===== src/design/cache_pkg.sv =====
package cache_pkg;

   // Geometry defaults, the top level passes these down
   parameter int DATA_W_DEF      = 32;  // Data word width
   parameter int ADDR_W_DEF      = 12;  // Word address width
   parameter int INDEX_W_DEF     = 4;   // 16 lines
   parameter int WTB_DEPTH_W_DEF = 2;   // 4 write buffer entries

   // Cache controller states
   typedef enum logic [1:0] {
      ST_IDLE    = 2'd0,  // Waiting for an access
      ST_DRAIN   = 2'd1,  // Read miss, write buffer emptying
      ST_FETCH   = 2'd2,  // Read miss, line read from memory
      ST_RESPOND = 2'd3   // Filled word returned
   } cache_state_e;

endpackage


===== src/design/cache_ctrl_pkg.sv =====
package cache_ctrl_pkg;

   // Control port register map
   typedef enum logic [3:0] {
      CTRL_RW_HIT     = 4'd0,   // Read plus write hits
      CTRL_RW_MISS    = 4'd1,   // Read plus write misses
      CTRL_READ_HIT   = 4'd2,
      CTRL_READ_MISS  = 4'd3,
      CTRL_WRITE_HIT  = 4'd4,
      CTRL_WRITE_MISS = 4'd5,
      CTRL_RST_CNTRS  = 4'd6,   // Command, clears counters
      CTRL_INVALIDATE = 4'd7,   // Command, clears valid bits
      CTRL_WTB_EMPTY  = 4'd8,
      CTRL_WTB_FULL   = 4'd9,
      CTRL_VERSION    = 4'd10
   } ctrl_reg_e;

   parameter logic [31:0] CACHE_VERSION = 32'h0001_0200;  // Major 1, minor 2

endpackage


===== src/design/cache_memory.sv =====
`timescale 1ns/100ps

module cache_memory #(
   parameter int DATA_W  = cache_pkg::DATA_W_DEF,
   parameter int ADDR_W  = cache_pkg::ADDR_W_DEF,
   parameter int INDEX_W = cache_pkg::INDEX_W_DEF
) (
   input  logic              clk,
   input  logic              reset,
   // Processor side
   input  logic              valid,
   input  logic              write,
   input  logic [ADDR_W-1:0] addr,
   input  logic [DATA_W-1:0] wdata,
   output logic [DATA_W-1:0] rdata,
   output logic              ready,
   input  logic              invalidate,
   // Miss fetch through the back end
   output logic              fetch_req,
   output logic [ADDR_W-1:0] fetch_addr,
   input  logic [DATA_W-1:0] fetch_data,
   input  logic              fetch_done,
   // Write-through buffer
   output logic              wtb_push,
   output logic [ADDR_W-1:0] wtb_addr,
   output logic [DATA_W-1:0] wtb_data,
   input  logic              wtbuf_full,
   input  logic              wtbuf_empty,
   // Event pulses to the control block
   output logic              read_hit,
   output logic              read_miss,
   output logic              write_hit,
   output logic              write_miss
);

   import cache_pkg::*;

   localparam int TAG_W = ADDR_W - INDEX_W;
   localparam int LINES = 1 << INDEX_W;

   cache_state_e state;

   logic [TAG_W-1:0]   tag_mem  [LINES];
   logic [DATA_W-1:0]  data_mem [LINES];
   logic [LINES-1:0]   valid_bits;

   logic [INDEX_W-1:0] index;
   logic [TAG_W-1:0]   tag;
   logic               hit;
   logic               accept;
   logic               rd_hit_acc;
   logic               wr_acc;
   logic               fill;

   assign index = addr[INDEX_W-1:0];
   assign tag   = addr[ADDR_W-1:INDEX_W];
   assign hit   = valid_bits[index] && (tag_mem[index] == tag);

   // A request is still held high in its ready cycle, so skip that one
   assign accept     = (state == ST_IDLE) && valid && !ready;
   assign rd_hit_acc = accept && !write && hit;
   assign wr_acc     = accept && write && !wtbuf_full;  // Waits while buffer full
   assign fill       = (state == ST_FETCH) && fetch_done;

   assign wtb_push   = wr_acc;
   assign wtb_addr   = addr;
   assign wtb_data   = wdata;

   assign fetch_req  = (state == ST_FETCH);
   assign fetch_addr = addr;  // Held by the processor until ready

   always_ff @(posedge clk or posedge reset) begin
      if (reset) begin
         state      <= ST_IDLE;
         ready      <= 1'b0;
         valid_bits <= '0;
         read_hit   <= 1'b0;
         read_miss  <= 1'b0;
         write_hit  <= 1'b0;
         write_miss <= 1'b0;
      end else begin
         ready      <= 1'b0;
         read_hit   <= 1'b0;
         read_miss  <= 1'b0;
         write_hit  <= 1'b0;
         write_miss <= 1'b0;
         case (state)
            ST_IDLE: begin
               if (wr_acc) begin
                  ready      <= 1'b1;
                  write_hit  <= hit;
                  write_miss <= !hit;
               end else if (rd_hit_acc) begin
                  ready    <= 1'b1;
                  read_hit <= 1'b1;
               end else if (accept && !write) begin
                  read_miss <= 1'b1;  // Decided now, served later
                  state     <= ST_DRAIN;
               end
            end
            ST_DRAIN: begin
               if (wtbuf_empty) state <= ST_FETCH;  // Older writes reach memory first
            end
            ST_FETCH: begin
               if (fetch_done) begin
                  valid_bits[index] <= 1'b1;
                  ready             <= 1'b1;
                  state             <= ST_RESPOND;
               end
            end
            ST_RESPOND: begin
               state <= ST_IDLE;
            end
            default: state <= ST_IDLE;
         endcase
         if (invalidate) valid_bits <= '0;
      end
   end

   // Arrays and read data
   always_ff @(posedge clk) begin
      if (rd_hit_acc) rdata <= data_mem[index];
      if (wr_acc && hit) data_mem[index] <= wdata;  // No allocate on write miss
      if (fill) begin
         data_mem[index] <= fetch_data;
         tag_mem[index]  <= tag;
         rdata           <= fetch_data;
      end
   end

endmodule


===== src/design/write_through_backend.sv =====
`timescale 1ns/100ps

module write_through_backend #(
   parameter int DATA_W      = cache_pkg::DATA_W_DEF,
   parameter int ADDR_W      = cache_pkg::ADDR_W_DEF,
   parameter int WTB_DEPTH_W = cache_pkg::WTB_DEPTH_W_DEF
) (
   input  logic              clk,
   input  logic              reset,
   input  logic              wtb_push,
   input  logic [ADDR_W-1:0] wtb_addr,
   input  logic [DATA_W-1:0] wtb_data,
   output logic              wtbuf_full,
   output logic              wtbuf_empty,
   input  logic              fetch_req,
   input  logic [ADDR_W-1:0] fetch_addr,
   output logic [DATA_W-1:0] fetch_data,
   output logic              fetch_done,
   output logic              mem_valid,
   output logic              mem_write,
   output logic [ADDR_W-1:0] mem_addr,
   output logic [DATA_W-1:0] mem_wdata,
   input  logic [DATA_W-1:0] mem_rdata,
   input  logic              mem_ready
);

   localparam int DEPTH = 1 << WTB_DEPTH_W;

   logic [ADDR_W-1:0]      addr_q [DEPTH];
   logic [DATA_W-1:0]      data_q [DEPTH];
   logic [WTB_DEPTH_W-1:0] wr_ptr;
   logic [WTB_DEPTH_W-1:0] rd_ptr;
   logic [WTB_DEPTH_W:0]   count;  // Includes the entry in flight
   logic                   push;
   logic                   pop;

   assign wtbuf_full  = (count == (WTB_DEPTH_W+1)'(DEPTH));
   assign wtbuf_empty = (count == '0);
   assign push        = wtb_push && !wtbuf_full;
   assign pop         = mem_valid && mem_ready && mem_write;  // Head leaves once accepted
   assign fetch_done  = mem_valid && mem_ready && !mem_write;
   assign fetch_data  = mem_rdata;

   always_ff @(posedge clk or posedge reset) begin
      if (reset) begin
         wr_ptr    <= '0;
         rd_ptr    <= '0;
         count     <= '0;
         mem_valid <= 1'b0;
         mem_write <= 1'b0;
      end else begin
         if (push) wr_ptr <= wr_ptr + 1'b1;
         if (pop) rd_ptr <= rd_ptr + 1'b1;
         case ({push, pop})
            2'b10:   count <= count + 1'b1;
            2'b01:   count <= count - 1'b1;
            default: count <= count;
         endcase
         if (mem_valid) begin
            if (mem_ready) mem_valid <= 1'b0;
         end else if (!wtbuf_empty) begin
            mem_valid <= 1'b1;
            mem_write <= 1'b1;
         end else if (fetch_req) begin  // Reads only behind an empty buffer
            mem_valid <= 1'b1;
            mem_write <= 1'b0;
         end
      end
   end

   always_ff @(posedge clk) begin
      if (push) begin
         addr_q[wr_ptr] <= wtb_addr;
         data_q[wr_ptr] <= wtb_data;
      end
      if (!mem_valid) begin
         if (!wtbuf_empty) begin
            mem_addr  <= addr_q[rd_ptr];
            mem_wdata <= data_q[rd_ptr];
         end else begin
            mem_addr <= fetch_addr;
         end
      end
   end

endmodule


===== src/design/cache_control.sv =====
`timescale 1ns/100ps

module cache_control #(
   parameter int DATA_W       = cache_pkg::DATA_W_DEF,
   parameter int USE_CTRL_CNT = 1
) (
   input  logic                      clk,
   input  logic                      reset,
   input  logic                      ctrl_valid,
   input  cache_ctrl_pkg::ctrl_reg_e ctrl_addr,
   output logic [DATA_W-1:0]         ctrl_rdata,
   output logic                      ctrl_ready,
   input  logic                      wtbuf_full,
   input  logic                      wtbuf_empty,
   input  logic                      read_hit,
   input  logic                      read_miss,
   input  logic                      write_hit,
   input  logic                      write_miss,
   output logic                      invalidate
);

   import cache_ctrl_pkg::*;

   logic [DATA_W-1:0] read_hit_cnt;
   logic [DATA_W-1:0] read_miss_cnt;
   logic [DATA_W-1:0] write_hit_cnt;
   logic [DATA_W-1:0] write_miss_cnt;
   logic              clear_cntrs;
   logic              accept;

   assign accept = ctrl_valid && !ctrl_ready;  // One ack per request

   generate
      if (USE_CTRL_CNT != 0) begin : g_cnt
         always_ff @(posedge clk or posedge reset) begin
            if (reset) begin
               read_hit_cnt   <= '0;
               read_miss_cnt  <= '0;
               write_hit_cnt  <= '0;
               write_miss_cnt <= '0;
            end else if (clear_cntrs) begin
               read_hit_cnt   <= '0;
               read_miss_cnt  <= '0;
               write_hit_cnt  <= '0;
               write_miss_cnt <= '0;
            end else begin
               if (read_hit) read_hit_cnt <= read_hit_cnt + 1'b1;
               if (read_miss) read_miss_cnt <= read_miss_cnt + 1'b1;
               if (write_hit) write_hit_cnt <= write_hit_cnt + 1'b1;
               if (write_miss) write_miss_cnt <= write_miss_cnt + 1'b1;
            end
         end
      end else begin : g_no_cnt
         assign read_hit_cnt   = '0;  // Counter addresses read zero
         assign read_miss_cnt  = '0;
         assign write_hit_cnt  = '0;
         assign write_miss_cnt = '0;
      end
   endgenerate

   always_ff @(posedge clk or posedge reset) begin
      if (reset) begin
         ctrl_ready  <= 1'b0;
         invalidate  <= 1'b0;
         clear_cntrs <= 1'b0;
      end else begin
         ctrl_ready  <= accept;
         invalidate  <= accept && (ctrl_addr == CTRL_INVALIDATE);
         clear_cntrs <= accept && (ctrl_addr == CTRL_RST_CNTRS);
      end
   end

   always_ff @(posedge clk) begin
      ctrl_rdata <= '0;
      if (accept) begin
         case (ctrl_addr)
            CTRL_RW_HIT:     ctrl_rdata <= read_hit_cnt + write_hit_cnt;
            CTRL_RW_MISS:    ctrl_rdata <= read_miss_cnt + write_miss_cnt;
            CTRL_READ_HIT:   ctrl_rdata <= read_hit_cnt;
            CTRL_READ_MISS:  ctrl_rdata <= read_miss_cnt;
            CTRL_WRITE_HIT:  ctrl_rdata <= write_hit_cnt;
            CTRL_WRITE_MISS: ctrl_rdata <= write_miss_cnt;
            CTRL_WTB_EMPTY:  ctrl_rdata <= DATA_W'(wtbuf_empty);
            CTRL_WTB_FULL:   ctrl_rdata <= DATA_W'(wtbuf_full);
            CTRL_VERSION:    ctrl_rdata <= DATA_W'(CACHE_VERSION);
            default:         ctrl_rdata <= '0;  // Commands and unknown addresses
         endcase
      end
   end

endmodule


===== src/design/cache_top.sv =====
`timescale 1ns/100ps

module cache_top #(
   parameter int DATA_W       = cache_pkg::DATA_W_DEF,
   parameter int ADDR_W       = cache_pkg::ADDR_W_DEF,
   parameter int INDEX_W      = cache_pkg::INDEX_W_DEF,
   parameter int WTB_DEPTH_W  = cache_pkg::WTB_DEPTH_W_DEF,
   parameter int USE_CTRL_CNT = 1
) (
   input  logic                      clk,
   input  logic                      reset,
   // Processor port
   input  logic                      valid,
   input  logic                      write,
   input  logic [ADDR_W-1:0]         addr,
   input  logic [DATA_W-1:0]         wdata,
   output logic [DATA_W-1:0]         rdata,
   output logic                      ready,
   // Control port
   input  logic                      ctrl_valid,
   input  cache_ctrl_pkg::ctrl_reg_e ctrl_addr,
   output logic [DATA_W-1:0]         ctrl_rdata,
   output logic                      ctrl_ready,
   // Memory port
   output logic                      mem_valid,
   output logic                      mem_write,
   output logic [ADDR_W-1:0]         mem_addr,
   output logic [DATA_W-1:0]         mem_wdata,
   input  logic [DATA_W-1:0]         mem_rdata,
   input  logic                      mem_ready
);

   logic              invalidate;
   logic              fetch_req;
   logic [ADDR_W-1:0] fetch_addr;
   logic [DATA_W-1:0] fetch_data;
   logic              fetch_done;
   logic              wtb_push;
   logic [ADDR_W-1:0] wtb_addr;
   logic [DATA_W-1:0] wtb_data;
   logic              wtbuf_full;
   logic              wtbuf_empty;
   logic              read_hit;
   logic              read_miss;
   logic              write_hit;
   logic              write_miss;

   cache_memory #(
      .DATA_W  (DATA_W),
      .ADDR_W  (ADDR_W),
      .INDEX_W (INDEX_W)
   ) i_cache_memory (
      .clk         (clk),
      .reset       (reset),
      .valid       (valid),
      .write       (write),
      .addr        (addr),
      .wdata       (wdata),
      .rdata       (rdata),
      .ready       (ready),
      .invalidate  (invalidate),
      .fetch_req   (fetch_req),
      .fetch_addr  (fetch_addr),
      .fetch_data  (fetch_data),
      .fetch_done  (fetch_done),
      .wtb_push    (wtb_push),
      .wtb_addr    (wtb_addr),
      .wtb_data    (wtb_data),
      .wtbuf_full  (wtbuf_full),
      .wtbuf_empty (wtbuf_empty),
      .read_hit    (read_hit),
      .read_miss   (read_miss),
      .write_hit   (write_hit),
      .write_miss  (write_miss)
   );

   write_through_backend #(
      .DATA_W      (DATA_W),
      .ADDR_W      (ADDR_W),
      .WTB_DEPTH_W (WTB_DEPTH_W)
   ) i_write_through_backend (
      .clk         (clk),
      .reset       (reset),
      .wtb_push    (wtb_push),
      .wtb_addr    (wtb_addr),
      .wtb_data    (wtb_data),
      .wtbuf_full  (wtbuf_full),
      .wtbuf_empty (wtbuf_empty),
      .fetch_req   (fetch_req),
      .fetch_addr  (fetch_addr),
      .fetch_data  (fetch_data),
      .fetch_done  (fetch_done),
      .mem_valid   (mem_valid),
      .mem_write   (mem_write),
      .mem_addr    (mem_addr),
      .mem_wdata   (mem_wdata),
      .mem_rdata   (mem_rdata),
      .mem_ready   (mem_ready)
   );

   cache_control #(
      .DATA_W       (DATA_W),
      .USE_CTRL_CNT (USE_CTRL_CNT)
   ) i_cache_control (
      .clk         (clk),
      .reset       (reset),
      .ctrl_valid  (ctrl_valid),
      .ctrl_addr   (ctrl_addr),
      .ctrl_rdata  (ctrl_rdata),
      .ctrl_ready  (ctrl_ready),
      .wtbuf_full  (wtbuf_full),
      .wtbuf_empty (wtbuf_empty),
      .read_hit    (read_hit),
      .read_miss   (read_miss),
      .write_hit   (write_hit),
      .write_miss  (write_miss),
      .invalidate  (invalidate)
   );

endmodule


===== config.mk =====
export PLATFORM = sky130hd
export DESIGN_NAME = cache_top
export DESIGN_NICKNAME = d
export VERILOG_FILES = /design/src/design/cache_pkg.sv /design/src/design/cache_ctrl_pkg.sv /design/src/design/cache_memory.sv /design/src/design/write_through_backend.sv /design/src/design/cache_control.sv /design/src/design/cache_top.sv
export SDC_FILE = /design/constraint.sdc
export NUM_CORES = 2
export LEC_CHECK = 0
export ABC_AREA = 1
export BUFFER_PORTS_ARGS = -buffer_cell sky130_fd_sc_hd__buf_2
export CORE_UTILIZATION = 30
export CTS_CLUSTER_DIAMETER = 200
export CTS_CLUSTER_SIZE = 25
export DETAILED_ROUTE_END_ITERATION = 6
export HOLD_SLACK_MARGIN = 0.1
export PLACE_DENSITY = 0.53
export SLEW_MARGIN = 15
export SYNTH_ARGS = -nofsm -noshare
export SYNTH_HDL_FRONTEND = slang
export SYNTH_SLANG_ARGS = --single-unit

===== constraint.sdc =====
create_clock -name clk -period 16.6 [get_ports clk]
set_input_delay 4.98 -clock clk [delete_from_list [all_inputs] [get_ports clk]]
set_output_delay 4.98 -clock clk [all_outputs]
set_load 0.05 [all_outputs]

==> flow_metrics.tcl <==
set metrics [dict create \
    fmax_ghz 0.09786 \
    hp-start "i_cache_control.ctrl_ready$_DFF_PP0_" \
    power.density_nw_per_um2 104.6 \
    insertion_delay_ps 700 \
    worst_ir_drop_vdd_mv 0.07622 \
    r2r_start "i_cache_memory.tag_mem[13][6]$_DFFE_PP_" \
    boundaryPins 198 \
    power.leakage_uw 0.01940 \
    synth_seq_cells 1087 \
    synth_top_area_share_pct 55.97 \
    drt_iter0_drc 2824 \
    yosysTopAreaCell "edfxtp_1" \
    synthToLayoutAreaGrowth_pct 10.61 \
    drive_gt1_share_pct 8.455 \
    port_buffers 197 \
    worstMarginPinSlew_ps 1143 \
    utilization_pct 33.43 \
    yosysMostFrequentCell "nand2_1" \
    maxCapViolations 0 \
    synth_cell_types 53 \
    yosysSeqAreaShare_pct 65.83 \
    cts_tree "built" \
    dr.pass1.iters 6 \
    ys.flop_type "edfxtp_1" \
    yosysWarnings 0 \
    cts_resized 0 \
    hold_class "reg -> reg" \
    dp_cells 6526 \
    viasPerCell 5.123 \
    slowest_stage "nor2_4" \
    drc 0 \
    htree_levels 2 \
    start_util_pct 30.22 \
    coreArea_um2 158400 \
    slew_headroom_pct 23.54 \
    first_global_vias 32380 \
    r2r-end "i_cache_memory.data_mem[14][18]$_DFFE_PP_" \
    arrival_ps 10510 \
    grt_max_degree 86 \
    cts_setup_buffers 0 \
    clk_pin_slew_ps 100 \
    grt-ovfl-total 0 \
    finalSetupTns_ps 0 \
    hold_viol 0 \
    critical_path.startpoint_type "input port" \
    ctsLongestPathBuffers 3 \
    syn_area_um2 47860 \
    synthTopCellsByArea "edfxtp_1, dfrtp_1, nand2_1" \
    drv_slew 0 \
    ant_nets 0 \
    synthCells 4374 \
    die-area_um2 161100 \
    critPathMaxStageDelay_ps 960 \
    reg2reg_slack_ps 11820 \
    wirelength_um 144100 \
    numCtsBuffers 49 \
    finalCriticalPeriod_ps 10220 \
    gp_congestion 0.9023 \
    dp.final_hpwl_um 95500 \
    finalPower_uw 5536 \
    crit_required_ps 16890 \
    root_buffer "clkbuf_16" \
    rows 146 \
    ctsHoldBuffers 0 \
    grt_pass1_wl_um 212800 \
    synth_area_per_cell_um2 10.94 \
    rsz0062_at_grt "false" \
    synth_nets 4537 \
    critPathMaxFanout 65 \
    num_vias 33830 \
    reg2reg_depth 13 \
    die_h_um 401.4 \
    grt_use_total_pct 17.35 \
    hold-path-endpoint "i_cache_control.ctrl_rdata[1]$_SDFF_PN0_" \
    criticalPathCategory "in -> reg" \
    clock_skew_ps 41.16 \
    status "finished, final reports clean" \
    cpMostUsedCell "nand2_1" \
    setup_violations 0 \
    nets 4674 \
    final_cell_count_no_fill 6604 \
    synthArstFlopShare_pct 15.00 \
    post-route-period-util_pct 61.56 \
    antenna_found_initial 8 \
    endpoint_kind "register" \
    die_w_um 401.4 \
    path_cells "buf_2 > buf_4 > inv_2 > nor2_4 > buf_4 > nand2_1 > nand3_1 > nand2_1 > nand2_1 > nor2_1 > nand2_1 > nand2_1 > inv_1 > nand2_1 > nor2_1 > nand4_4 > nand2_4 > inv_2 > nor2_4" \
    synthTopCellsByCount "nand2_1, edfxtp_1, nor2_1, inv_1, a21oi_1" \
    numClockSinks 1087 \
    wire_per_inst_um 21.83 \
    synth_edf_count 892 \
    hold_depth 1 \
    holdWs_ps 507.0 \
]
==> worst max-delay path, delay by kind of cell <==
family | cells | cell delay [ps]
and+or+nand+nor | 13 | 3400
buffers and inverters | 6 | 2020
==> flip-flops by register name, summed over array words and instances (netlist names), 2 cells and up <==
signal,cells
i_cache_control.read_hit_cnt,32
i_cache_control.write_hit_cnt,32
i_write_through_backend.mem_wdata,32
i_write_through_backend.addr_q,48
i_cache_memory.data_mem,512
i_cache_memory.state,2
i_cache_control.read_miss_cnt,32
i_write_through_backend.rd_ptr,2
i_cache_control.ctrl_rdata,32
i_cache_memory.valid_bits,16
i_write_through_backend.wr_ptr,2
i_cache_memory.tag_mem,128
i_cache_control.write_miss_cnt,32
i_write_through_backend.mem_addr,12
i_write_through_backend.data_q,128
i_write_through_backend.count,3
i_cache_memory.rdata,32
==> metal layers <==
layer | global-route usage (%) | up-vias | wire, µm
met5 | 0 | - | 27
met4 | 3.710 | 4 | 2802
met3 | 1.880 | 120 | 6853
met2 | 28.62 | 905 | 68660
met1 | 24.53 | 16850 | 65790
li1 | - | 15950 | -
==> metrics by stage <==
stage          worst slack (ps)  instance area (µm²)
2_1_floorplan              7215                47860
3_3_place_gp               5557                51380
3_5_place_dp               5538                51400
4_1_cts                    6261                52790
5_1_grt                    5930                52940
6_report                   6381                52940
==> area by class of cell <==
type	instances	area, µm²
Sequential cell	1087	31510
Fill cell	15820	105400
Clock buffer	65	1286
Antenna cell	2	5.005
Multi-Input combinational cell	2791	14640
Timing Repair Buffer	264	1607
Inverter	318	1202
Clock inverter	5	97.59
Tap cell	2072	2592
==> worst max-delay path by stage <==
stage,to,startpoint,slack [ps]
4_1_cts,i_cache_memory.data_mem[4][15]$_DFFE_PP_,addr[1],6260
3_3_place_gp,i_cache_memory.data_mem[5][15]$_DFFE_PP_,addr[1],5560
5_1_grt,i_cache_memory.data_mem[14][20]$_DFFE_PP_,addr[1],5930
6_report,i_cache_memory.data_mem[14][18]$_DFFE_PP_,addr[1],6380
2_1_floorplan,i_cache_control.clear_cntrs$_DFF_PP0_,reset,7220
3_5_place_dp,i_cache_memory.data_mem[4][17]$_DFFE_PP_,addr[1],5540
==> power breakdown <==
| group | internal, µW | total (µW) | leakage [µW] | switching [µW] |
|---|---|---|---|---|
| clock | 557 | 1420 | 0.000664 | 868 |
| combinational | 221 | 951 | 0.00819 | 730 |
| sequential | 3110 | 3160 | 0.0105 | 47.9 |
| total | 3890 | 5540 | 0.0194 | 1650 |
==> logic make-up after synthesis <==
| logic type | after synthesis | synth area share, % |
|---|---|---|
| AO/OA/AOI/OAI | 1031 | 13.35 |
| buffers and inverters | 496 | 4.023 |
| XOR/XNOR | 23 | 0.4209 |
| AND/OR/NAND/NOR | 1660 | 14.32 |
| flip-flops | 1087 | 65.83 |
| adder cells (fa/ha/maj) | 77 | 2.060 |
==> cells in the final DEF (no fill, tap or decap), types with 4 or more instances in the layout <==
master,synthesis,layout
nand2_1,893,890
nand4_1,30,30
inv_1,309,307
dfxtp_1,32,32
ha_1,74,74
a22oi_1,256,256
nand3_1,172,171
buf_16,0,4
a21o_1,10,10
nor4_1,36,36
buf_2,12,197
o21ai_0,265,265
buf_4,9,60
o211ai_1,11,11
a221oi_1,12,12
a2111o_1,32,32
a21boi_0,5,5
o2111ai_1,4,4
or2_2,17,17
xor2_1,19,19
nor2_1,402,376
inv_2,4,6
a211oi_1,9,9
nor2_4,1,25
clkbuf_16,0,49
a21oi_1,288,288
edfxtp_1,892,892
nor3_1,91,91
clkbuf_1,140,16
o22ai_1,81,81
xnor2_1,4,4
o21a_1,15,15
o221ai_1,8,8
dfrtp_1,163,161
nor2_2,2,4
nand3b_1,5,5
a31oi_1,16,16
o21bai_1,7,7
No activity file was read; power rests on OpenSTA's default activity.
